===== src/eeprom_defs.svh =====
`ifndef EEPROM_DEFS_SVH
`define EEPROM_DEFS_SVH

// clock cycles per quarter of an scl bit, at least 2
`define EE_QUARTER_CYCLES 4

// 24C16 device type code, upper nibble of the control byte
`define EE_DEVICE_CODE 4'b1010

// 2 KB array: 3 block bits plus 8 word bits
`define EE_ADDR_W 11

`endif


===== src/eeprom_pkg.sv =====
`default_nettype none

package eeprom_pkg;

    // conditions and bits the engine can put on the wire
    typedef enum logic [1:0] {
        BIT_START,
        BIT_STOP,
        BIT_WRITE,
        BIT_READ
    } bit_cmd_t;

    typedef enum logic {
        BYTE_SEND,   // 8 out, ack in
        BYTE_RECV    // 8 in, ack out
    } byte_cmd_t;

    typedef struct packed {
        logic [3:0] dev_code;
        logic [2:0] block;
        logic       rw;        // 1 = read
    } ctrl_fields_t;

    typedef union packed {
        ctrl_fields_t fields;
        logic [7:0]   raw;
    } ctrl_byte_u;

    typedef enum logic [3:0] {
        S_IDLE, S_START, S_CTRL_W, S_ADDR, S_DATA,
        S_RESTART, S_CTRL_R, S_READ, S_STOP, S_DONE
    } seq_state_t;

endpackage

`default_nettype wire


===== src/i2c_bit_if.sv =====
`default_nettype none

interface i2c_bit_if;
    import eeprom_pkg::*;

    logic     go;
    bit_cmd_t cmd;
    logic     tx_bit;
    logic     rx_bit;    // bus level at the scl-high sample point
    logic     done;

    modport shifter (output go, output cmd, output tx_bit,
                     input rx_bit, input done);

    modport engine (input go, input cmd, input tx_bit,
                    output rx_bit, output done);

endinterface

`default_nettype wire


===== src/i2c_byte_if.sv =====
`default_nettype none

interface i2c_byte_if;
    import eeprom_pkg::*;

    logic       go;
    byte_cmd_t  cmd;
    logic [7:0] tx_byte;
    logic       ack_send;    // 0 = acknowledge
    logic [7:0] rx_byte;
    logic       ack_seen;
    logic       done;
    logic       cond_go;     // start/stop request, passed through the shifter
    logic       cond_stop;   // 1 = stop, 0 = start

    modport seq (output go, output cmd, output tx_byte, output ack_send,
                 output cond_go, output cond_stop,
                 input rx_byte, input ack_seen, input done);

    modport shifter (input go, input cmd, input tx_byte, input ack_send,
                     input cond_go, input cond_stop,
                     output rx_byte, output ack_seen, output done);

endinterface

`default_nettype wire


===== src/i2c_bit_engine.sv =====
`default_nettype none
`include "eeprom_defs.svh"

module i2c_bit_engine (
    input  wire logic  CLK,
    input  wire logic  RESET,
    i2c_bit_if.engine  bus,
    input  wire logic  sda_in,
    output logic       scl,
    output logic       sda_low
);
    import eeprom_pkg::*;

    localparam int QC = `EE_QUARTER_CYCLES;
    localparam int QW = $clog2(QC);

    logic          active;
    logic [QW-1:0] qcnt;
    logic [1:0]    phase;     // which quarter of the bit
    logic          q_last;
    bit_cmd_t      cmd_r;
    logic          rx_r;
    logic          done_r;

    assign q_last     = (qcnt == QW'(QC - 1));
    assign bus.rx_bit = rx_r;
    assign bus.done   = done_r;

    always_ff @(posedge CLK) begin
        if (!active && bus.go)
            cmd_r <= bus.cmd;
    end

    always_ff @(posedge CLK) begin
        if (RESET) begin
            active  <= 1'b0;
            qcnt    <= '0;
            phase   <= 2'd0;
            scl     <= 1'b1;    // bus released
            sda_low <= 1'b0;
            rx_r    <= 1'b0;
            done_r  <= 1'b0;
        end else begin
            done_r <= 1'b0;
            if (!active) begin
                if (bus.go) begin
                    active <= 1'b1;
                    qcnt   <= '0;
                    phase  <= 2'd0;
                    // quarter 0 levels
                    case (bus.cmd)
                        BIT_START: sda_low <= 1'b0;   // scl left as it is
                        BIT_STOP: begin
                            scl     <= 1'b0;
                            sda_low <= 1'b1;
                        end
                        BIT_WRITE: begin
                            scl     <= 1'b0;
                            sda_low <= ~bus.tx_bit;
                        end
                        default: begin                // read, release sda
                            scl     <= 1'b0;
                            sda_low <= 1'b0;
                        end
                    endcase
                end
            end else if (q_last) begin
                qcnt  <= '0;
                phase <= phase + 2'd1;
                case (phase)
                    2'd0: scl <= 1'b1;
                    2'd1: begin
                        if (cmd_r == BIT_WRITE || cmd_r == BIT_READ)
                            rx_r <= sda_in;           // scl-high centre
                        if (cmd_r == BIT_START)
                            sda_low <= 1'b1;          // start edge
                        else if (cmd_r == BIT_STOP)
                            sda_low <= 1'b0;          // stop edge
                    end
                    2'd2: begin
                        if (cmd_r != BIT_STOP)
                            scl <= 1'b0;
                    end
                    default: begin
                        active <= 1'b0;
                        done_r <= 1'b1;
                    end
                endcase
            end else begin
                qcnt <= qcnt + QW'(1);
            end
        end
    end

endmodule

`default_nettype wire


===== src/i2c_byte_shifter.sv =====
`default_nettype none

module i2c_byte_shifter (
    input  wire logic    CLK,
    input  wire logic    RESET,
    i2c_byte_if.shifter  host,
    i2c_bit_if.shifter   bits
);
    import eeprom_pkg::*;

    byte_cmd_t  cmd_r;
    logic       ack_send_r;
    logic [7:0] shreg;
    logic [3:0] bit_cnt;     // 0..7 data, 8 ack slot
    logic       in_byte;
    logic       in_cond;
    logic       go_r;
    bit_cmd_t   bcmd_r;
    logic       btx_r;
    logic       accept;
    logic       cond_accept;
    logic       step;

    assign accept      = !in_byte && !in_cond && host.go;
    assign cond_accept = !in_byte && !in_cond && !host.go && host.cond_go;
    assign step        = in_byte && bits.done && (bit_cnt != 4'd8);

    assign bits.go     = go_r;
    assign bits.cmd    = bcmd_r;
    assign bits.tx_bit = btx_r;

    assign host.rx_byte  = shreg;
    assign host.ack_seen = ~bits.rx_bit;    // slave held sda low
    assign host.done     = bits.done && (in_cond || (in_byte && bit_cnt == 4'd8));

    // payload and next bit command
    always_ff @(posedge CLK) begin
        if (accept) begin
            cmd_r      <= host.cmd;
            ack_send_r <= host.ack_send;
            shreg      <= host.tx_byte;
            bcmd_r     <= (host.cmd == BYTE_SEND) ? BIT_WRITE : BIT_READ;
            btx_r      <= (host.cmd == BYTE_SEND) ? host.tx_byte[7] : 1'b1;
        end else if (cond_accept) begin
            bcmd_r <= host.cond_stop ? BIT_STOP : BIT_START;
            btx_r  <= 1'b1;
        end else if (step) begin
            shreg <= {shreg[6:0], bits.rx_bit};   // a sent byte reads back too
            if (bit_cnt == 4'd7) begin
                bcmd_r <= (cmd_r == BYTE_SEND) ? BIT_READ : BIT_WRITE;
                btx_r  <= (cmd_r == BYTE_SEND) ? 1'b1 : ack_send_r;
            end else begin
                bcmd_r <= (cmd_r == BYTE_SEND) ? BIT_WRITE : BIT_READ;
                btx_r  <= (cmd_r == BYTE_SEND) ? shreg[6] : 1'b1;
            end
        end
    end

    always_ff @(posedge CLK) begin
        if (RESET) begin
            in_byte <= 1'b0;
            in_cond <= 1'b0;
            bit_cnt <= 4'd0;
            go_r    <= 1'b0;
        end else begin
            go_r <= accept || cond_accept || step;
            if (accept) begin
                in_byte <= 1'b1;
                bit_cnt <= 4'd0;
            end else if (cond_accept) begin
                in_cond <= 1'b1;
            end else if (step) begin
                bit_cnt <= bit_cnt + 4'd1;
            end else if (bits.done) begin
                in_byte <= 1'b0;
                in_cond <= 1'b0;
            end
        end
    end

endmodule

`default_nettype wire


===== src/eeprom_sequencer.sv =====
`default_nettype none
`include "eeprom_defs.svh"

module eeprom_sequencer (
    input  wire logic                  CLK,
    input  wire logic                  RESET,
    input  wire logic                  wr,
    input  wire logic                  rd,
    input  wire logic [`EE_ADDR_W-1:0] addr,
    input  wire logic [7:0]            wr_data,
    output logic [7:0]                 rd_data,
    output logic                       busy,
    output logic                       ack,
    output logic                       error,
    i2c_byte_if.seq                    byte_bus
);
    import eeprom_pkg::*;

    seq_state_t            state;
    logic                  sent;       // this state's command is out
    logic                  op_rd;
    logic                  fail;       // sticky, no ack somewhere
    logic                  go_r;
    logic                  cond_go_r;
    logic [`EE_ADDR_W-1:0] addr_r;
    logic [7:0]            data_r;
    ctrl_byte_u            ctrl;
    logic                  accept;
    logic                  is_cond;

    assign accept  = !busy && (wr || rd);
    assign is_cond = (state == S_START) || (state == S_RESTART) || (state == S_STOP);

    always_comb begin
        ctrl.fields.dev_code = `EE_DEVICE_CODE;
        ctrl.fields.block    = addr_r[10:8];
        ctrl.fields.rw       = (state == S_CTRL_R);
    end

    assign byte_bus.go        = go_r;
    assign byte_bus.cond_go   = cond_go_r;
    assign byte_bus.cond_stop = (state == S_STOP);
    assign byte_bus.cmd       = (state == S_READ) ? BYTE_RECV : BYTE_SEND;
    assign byte_bus.ack_send  = (state == S_READ);     // nack the only data byte

    always_comb begin
        case (state)
            S_ADDR:  byte_bus.tx_byte = addr_r[7:0];
            S_DATA:  byte_bus.tx_byte = data_r;
            default: byte_bus.tx_byte = ctrl.raw;
        endcase
    end

    always_ff @(posedge CLK) begin
        if (state == S_IDLE && accept) begin
            addr_r <= addr;
            data_r <= wr_data;
        end
    end

    always_ff @(posedge CLK) begin
        if (RESET) begin
            state     <= S_IDLE;
            sent      <= 1'b0;
            op_rd     <= 1'b0;
            fail      <= 1'b0;
            go_r      <= 1'b0;
            cond_go_r <= 1'b0;
            busy      <= 1'b0;
            ack       <= 1'b0;
            error     <= 1'b0;
            rd_data   <= 8'h00;
        end else begin
            go_r      <= 1'b0;
            cond_go_r <= 1'b0;
            ack       <= 1'b0;
            error     <= 1'b0;
            case (state)
                S_IDLE: begin
                    if (busy) begin
                        busy <= 1'b0;           // ack cycle
                    end else if (accept) begin
                        op_rd <= !wr;           // write wins
                        fail  <= 1'b0;
                        busy  <= 1'b1;
                        state <= S_START;
                    end
                end
                S_DONE: begin
                    ack   <= 1'b1;
                    error <= fail;
                    state <= S_IDLE;
                end
                default: begin
                    if (!sent) begin
                        sent <= 1'b1;
                        if (is_cond)
                            cond_go_r <= 1'b1;
                        else
                            go_r <= 1'b1;
                    end else if (byte_bus.done) begin
                        sent <= 1'b0;
                        case (state)
                            S_START:   state <= S_CTRL_W;
                            S_CTRL_W:  state <= S_ADDR;
                            S_ADDR:    state <= op_rd ? S_RESTART : S_DATA;
                            S_DATA:    state <= S_STOP;
                            S_RESTART: state <= S_CTRL_R;
                            S_CTRL_R:  state <= S_READ;
                            S_READ: begin
                                rd_data <= byte_bus.rx_byte;
                                state   <= S_STOP;
                            end
                            default:   state <= S_DONE;
                        endcase
                        // memory silent, abort to stop
                        if (!is_cond && state != S_READ && !byte_bus.ack_seen) begin
                            fail  <= 1'b1;
                            state <= S_STOP;
                        end
                    end
                end
            endcase
        end
    end

endmodule

`default_nettype wire


===== src/eeprom_wr.sv =====
`default_nettype none
`include "eeprom_defs.svh"

module eeprom_wr (
    input  wire logic                  CLK,
    input  wire logic                  RESET,
    input  wire logic                  wr,
    input  wire logic                  rd,
    input  wire logic [`EE_ADDR_W-1:0] addr,
    input  wire logic [7:0]            wr_data,
    output logic [7:0]                 rd_data,
    output logic                       busy,
    output logic                       ack,
    output logic                       error,
    output logic                       scl,
    output logic                       sda_low,    // open-drain pull-down
    input  wire logic                  sda_in
);

    i2c_bit_if  bit_bus ();
    i2c_byte_if byte_bus ();

    eeprom_sequencer u_seq (
        .CLK      (CLK),
        .RESET    (RESET),
        .wr       (wr),
        .rd       (rd),
        .addr     (addr),
        .wr_data  (wr_data),
        .rd_data  (rd_data),
        .busy     (busy),
        .ack      (ack),
        .error    (error),
        .byte_bus (byte_bus)
    );

    i2c_byte_shifter u_shift (
        .CLK   (CLK),
        .RESET (RESET),
        .host  (byte_bus),
        .bits  (bit_bus)
    );

    i2c_bit_engine u_engine (
        .CLK     (CLK),
        .RESET   (RESET),
        .bus     (bit_bus),
        .sda_in  (sda_in),
        .scl     (scl),
        .sda_low (sda_low)
    );

endmodule

`default_nettype wire


===== config.mk =====
export PLATFORM = sky130hd
export DESIGN_NAME = eeprom_wr
export DESIGN_NICKNAME = d
export VERILOG_FILES = /design/src/eeprom_pkg.sv /design/src/i2c_bit_if.sv /design/src/i2c_byte_if.sv /design/src/i2c_bit_engine.sv /design/src/i2c_byte_shifter.sv /design/src/eeprom_sequencer.sv /design/src/eeprom_wr.sv
export VERILOG_INCLUDE_DIRS = /design/src
export SDC_FILE = /design/constraint.sdc
export NUM_CORES = 1
export LEC_CHECK = 0
export ABC_AREA = 1
export BUFFER_PORTS_ARGS = -buffer_cell sky130_fd_sc_hd__buf_2
export CAP_MARGIN = 5
export CORE_ASPECT_RATIO = 1.4
export CORE_MARGIN = 5
export CORE_UTILIZATION = 55
export CTS_CLUSTER_SIZE = 12
export DETAILED_ROUTE_END_ITERATION = 16
export HOLD_SLACK_MARGIN = 0.03
export PLACE_DENSITY = 0.76
export SLEW_MARGIN = 20
export SYNTH_ARGS = -nofsm -noshare
export SYNTH_HDL_FRONTEND = slang
export SYNTH_SLANG_ARGS = --single-unit

===== constraint.sdc =====
create_clock -name CLK -period 2.5 [get_ports CLK]
set_clock_uncertainty 0.15 [all_clocks]
set_input_delay 0.5 -clock CLK [delete_from_list [all_inputs] [get_ports CLK]]
set_output_delay 0.5 -clock CLK [all_outputs]
set_load 0.005 [all_outputs]

==> results.txt <==
----------------------------------------------------
[Routing]
  Met1 routed wirelength after detailed routing ... 2270 um
  Detailed Route WL ... 5590 um
  Mean number of vias per cell ... 5.20
  Routed wire length on met3 ... 278 um
  Wire length on met2 ... 2890 um
  Remaining routing DRC violations ... 0
  Initial detailed-routing violation count ... 161
  Drt first pass iters ... 4
  Number of nets with antenna violations after routing ... 0
  Average wire per standard cell ... 12.7 um
  Count of vias placed by the detailed router ... 2291
  Top routing layer used ... met4

[Global route]
  Vias in the first global route ... 2173
  Wire length of the first global-routing pass ... 9310 um
  Antenna violations before repair ... 0
  Remaining Overflow, GRT ... 0
  GRT Resource Usage Total ... 0.177
  Largest net degree at the start of global routing ... 23

[Critical path]
  Number of buffers and inverters on the critical path ... 1
  CP required ... 2450 ps
  Crit-path most repeated cell ... nor2_2
  Startpoint class of the critical path ... flip-flop
  Critical Path Fanout Max ... 9
  Critical path's top delay family ... simple AND/OR/NAND/NOR gates
  Nature of the critical path endpoint ... flip-flop
  Setup slack, reg-to-reg ... 690 ps
  Slowest stage cell on the critical path ... dfxtp_1
  Crit path cell chain ... nor2_2 > inv_1 > nor2_4 > nor2_2 > o21ai_1 > o21ai_0
  Worst Reg-to-Reg Cells ... 6
  Kind of critical path ... reg -> reg
  Largest stage delay, worst path ... 370 ps
  Data arrival time of the critical path ... 1760 ps
  Endpoint of the worst-slack reg-to-reg timing path ... u_shift.host.rx_byte[7]
  Start of the worst register-to-register path ... u_seq.state[0]

[STA]
  Setup TNS ... 0 ps
  Final count of pins violating max slew ... 0
  Total of endpoints with negative setup slack in the final report ... 0
  Max-slew headroom ... 0.784
  Final count of hold timing violations ... 0
  Transition time at the pin with the least slew margin ... 323 ps
  Fraction of the cycle the final worst path needs ... 0.725
  Peak clock frequency supported by timing ... 552 MHz
  Final critical-path required period ... 1810 ps
  RSZ-0062 raised after global routing ... no
  Hold slack ... 173 ps

[Finish]
  Highest-count cells in the layout ignoring fill and taps ... nand2_1, nor2_1, buf_2, dfxtp_1, edfxtp_1
  Synthesis-to-layout area growth ... 16.5%
  Combined area of the multi-input logic cells ... 1070 sq um
  Total inserted antenna cells ... 0
  Non-filler cells, final ... 441
  Most common cell after layout, fill and taps aside ... nand2_1
  Sequential cell area in the final layout ... 1710 sq um
  Layout cell share with drive strength beyond 1 ... 0.187
  Final design area excluding fillers ... 3430 sq um
  Fillers ... 442
  Number of nets in the layout ... 403

[Floorplanning]
  Overall die width ... 71.8 um
  Floorplan row count ... 31
  Initial core utilization ... 0.566
  Total die area ... 6930 sq um
  I/O pin count ... 37
  Placeable core region ... 5200 sq um
  Height of the die ... 96.5 um

[Clocking]
  Post-CTS Repair Setup Buffers ... 0
  TritonCTS buffer count ... 9
  Maximum clock insertion buffer count ... 2
  Clock network latency to the later pin of the worst-skew pair ... 350 ps
  Cell chosen for the clock root ... clkbuf_8
  Clock net sink count ... 69
  TritonCTS clock tree ... yes
  H-tree level count ... 3
  Clock-pin transition on the worst setup and hold timing paths ... 80 ps
  Hold_buf cts ... 0
  CTS-repair resized insts ... 0

[Synth]
  Avg Synthesized Cell Area ... 9.08 sq um
  Nets in the synthesized netlist ... 357
  Number of warning messages in the yosys log ... 0
  Post-synthesis instance total ... 324
  Flops & latches, synth ... 69
  Proportion of synthesized chip area in sequential cells ... 0.582
  Yosys top cell area share ... 0.337
  Unique cell type count in the Yosys netlist ... 31
  Cell Area, Synth ... 2940 sq um
  Largest area contributor in the synthesized netlist ... edfxtp_1
  Top cells by area, synth ... edfxtp_1, dfxtp_1, nand2_1, nor2_1, a21oi_1

[Run status]
  Outcome ... finished clean

[Run]
  MaxCap Viol Count ... 0

[Placed design]
  Cell total after placement ... 425
  Half-perimeter wire length of the detailed placement result ... 4150 um
  Weighted congestion reported at the end of routability-driven placement ... 0.836
  Total of buffers placed on input and output ports ... 36
  Area post-placement ... 3210 sq um

[Pwr]
  Share of total power in the clock network ... 0.265
  Sw frac ... 0.340
  Power share of the combinational group ... 0.270
  Cell Int Power ... 2.48 mW
  Power Density ... 1100 nW/um^2
  Net switching power ... 1.28 mW
  Leakage component of the power ... 1.43 nW
  Peak supply drop ... 735 uV
  Share of total power in sequential cells ... 0.465

[Hold path]
  Hold worst-path end ... u_seq.data_r[3]
  Origin of the worst min-delay path ... wr_data[3]
  Hold Path Depth ... 1
  Worst hold path class ... in -> reg

----------------------------------------------------
[registers in the layout (all words and copies together) (netlist names), 2 cells and up]
register / flops
u_seq.rd_data: 8
u_engine.qcnt: 2
u_shift.bit_cnt: 4
u_seq.state: 4
u_shift.host.rx_byte: 8
u_seq.addr_r: 11
u_engine.cmd_r: 2
u_shift.bits.cmd: 2
u_seq.data_r: 8
u_engine.phase: 2
[kinds of logic (layout without fill, tap and decap cells)]
kind of cell / after synthesis / count (layout) / synth area share
fa+ha+maj: 9 / 9 / 0.0383
flops: 69 / 69 / 0.582
simple gates: 152 / 152 / 0.222
compound gates: 53 / 53 / 0.101
xor+xnor: 1 / 1 / 0.00298
buf+inv: 40 / 91 / 0.0540
[area by class of cell]
cell class                      count  share of cell area
Timing Repair Buffer               40              0.0613
Multi-Input combinational cell    215               0.312
Sequential cell                    69               0.499
Tap cell                           66              0.0241
Inverter                           35              0.0383
Clock inverter                      7              0.0285
Clock buffer                        9              0.0361
[Yosys cell counts]
library cell,count
nand2_1,77
dfxtp_1,36
nor2_1,36
edfxtp_1,33
inv_1,30
a21oi_1,26
nand3_1,22
o21ai_0,11
ha_1,9
a31oi_1,8
inv_2,5
nand2_2,4
a41oi_1,3
nor2_2,3
nor3_1,3
buf_4,2
clkbuf_1,2
buf_2,1
nand2_4,1
nand3b_1,1
nand4_1,1
nor2_4,1
nor3_2,1
nor3b_1,1
nor4_1,1
o21ai_1,1
o21bai_1,1
o22ai_1,1
o311ai_0,1
o31ai_1,1
xor2_1,1
[worst max-delay path by stage]
stage | start | to | slack, ps | depth (start not counted)
final | u_seq.state[0] | u_shift.host.rx_byte[7] | 690 | 6
after global routing | u_shift.bit_cnt[0] | u_shift.host.rx_byte[0] | 600 | 5
after CTS | u_shift.bit_cnt[0] | u_shift.host.rx_byte[0] | 720 | 5
after detailed placement | u_shift.bit_cnt[0] | u_shift.host.rx_byte[3] | 730 | 5
after global placement | u_shift.bit_cnt[0] | u_shift.host.rx_byte[3] | 810 | 5
after floorplan | u_seq.state[0] | u_seq.fail | 350 | 6
[layer usage]
metal / global-route usage / vias to the layer above
li1: - / 1178
met1: 0.191 / 1039
met2: 0.302 / 61
met3: 0.0621 / 13
met4: 0.0956 / 0
met5: 0 / -
[worst register-to-register path, stage by stage, from the launching register on]
cell	delay, ps
dfxtp_1	370
nor2_2	250
inv_1	130
nor2_4	210
nor2_2	100
o21ai_1	240
o21ai_0	120
[per-stage QoR]
stage	setup WS, ps	total power, mW	util
5_1_grt	604	4.03	0.660
3_5_place_dp	726	2.78	0.617
2_1_floorplan	355	2.51	-
4_1_cts	725	3.79	0.660
6_report	688	3.76	0.660
3_3_place_gp	807	2.76	0.617
[power by group through the flow]
| stage | logic, mW | registers, mW | clock network [mW] |
|---|---|---|---|
| 5_1_grt | 1.16 | 1.78 | 1.08 |
| 4_1_cts | 1.02 | 1.75 | 1.02 |
| 6_report | 1.02 | 1.75 | 0.998 |
| 3_5_place_dp | 1.01 | 1.77 | 0 |
| 2_1_floorplan | 0.782 | 1.73 | 0 |
| 3_3_place_gp | 0.991 | 1.77 | 0 |
No activity file was read; power rests on OpenSTA's default activity.
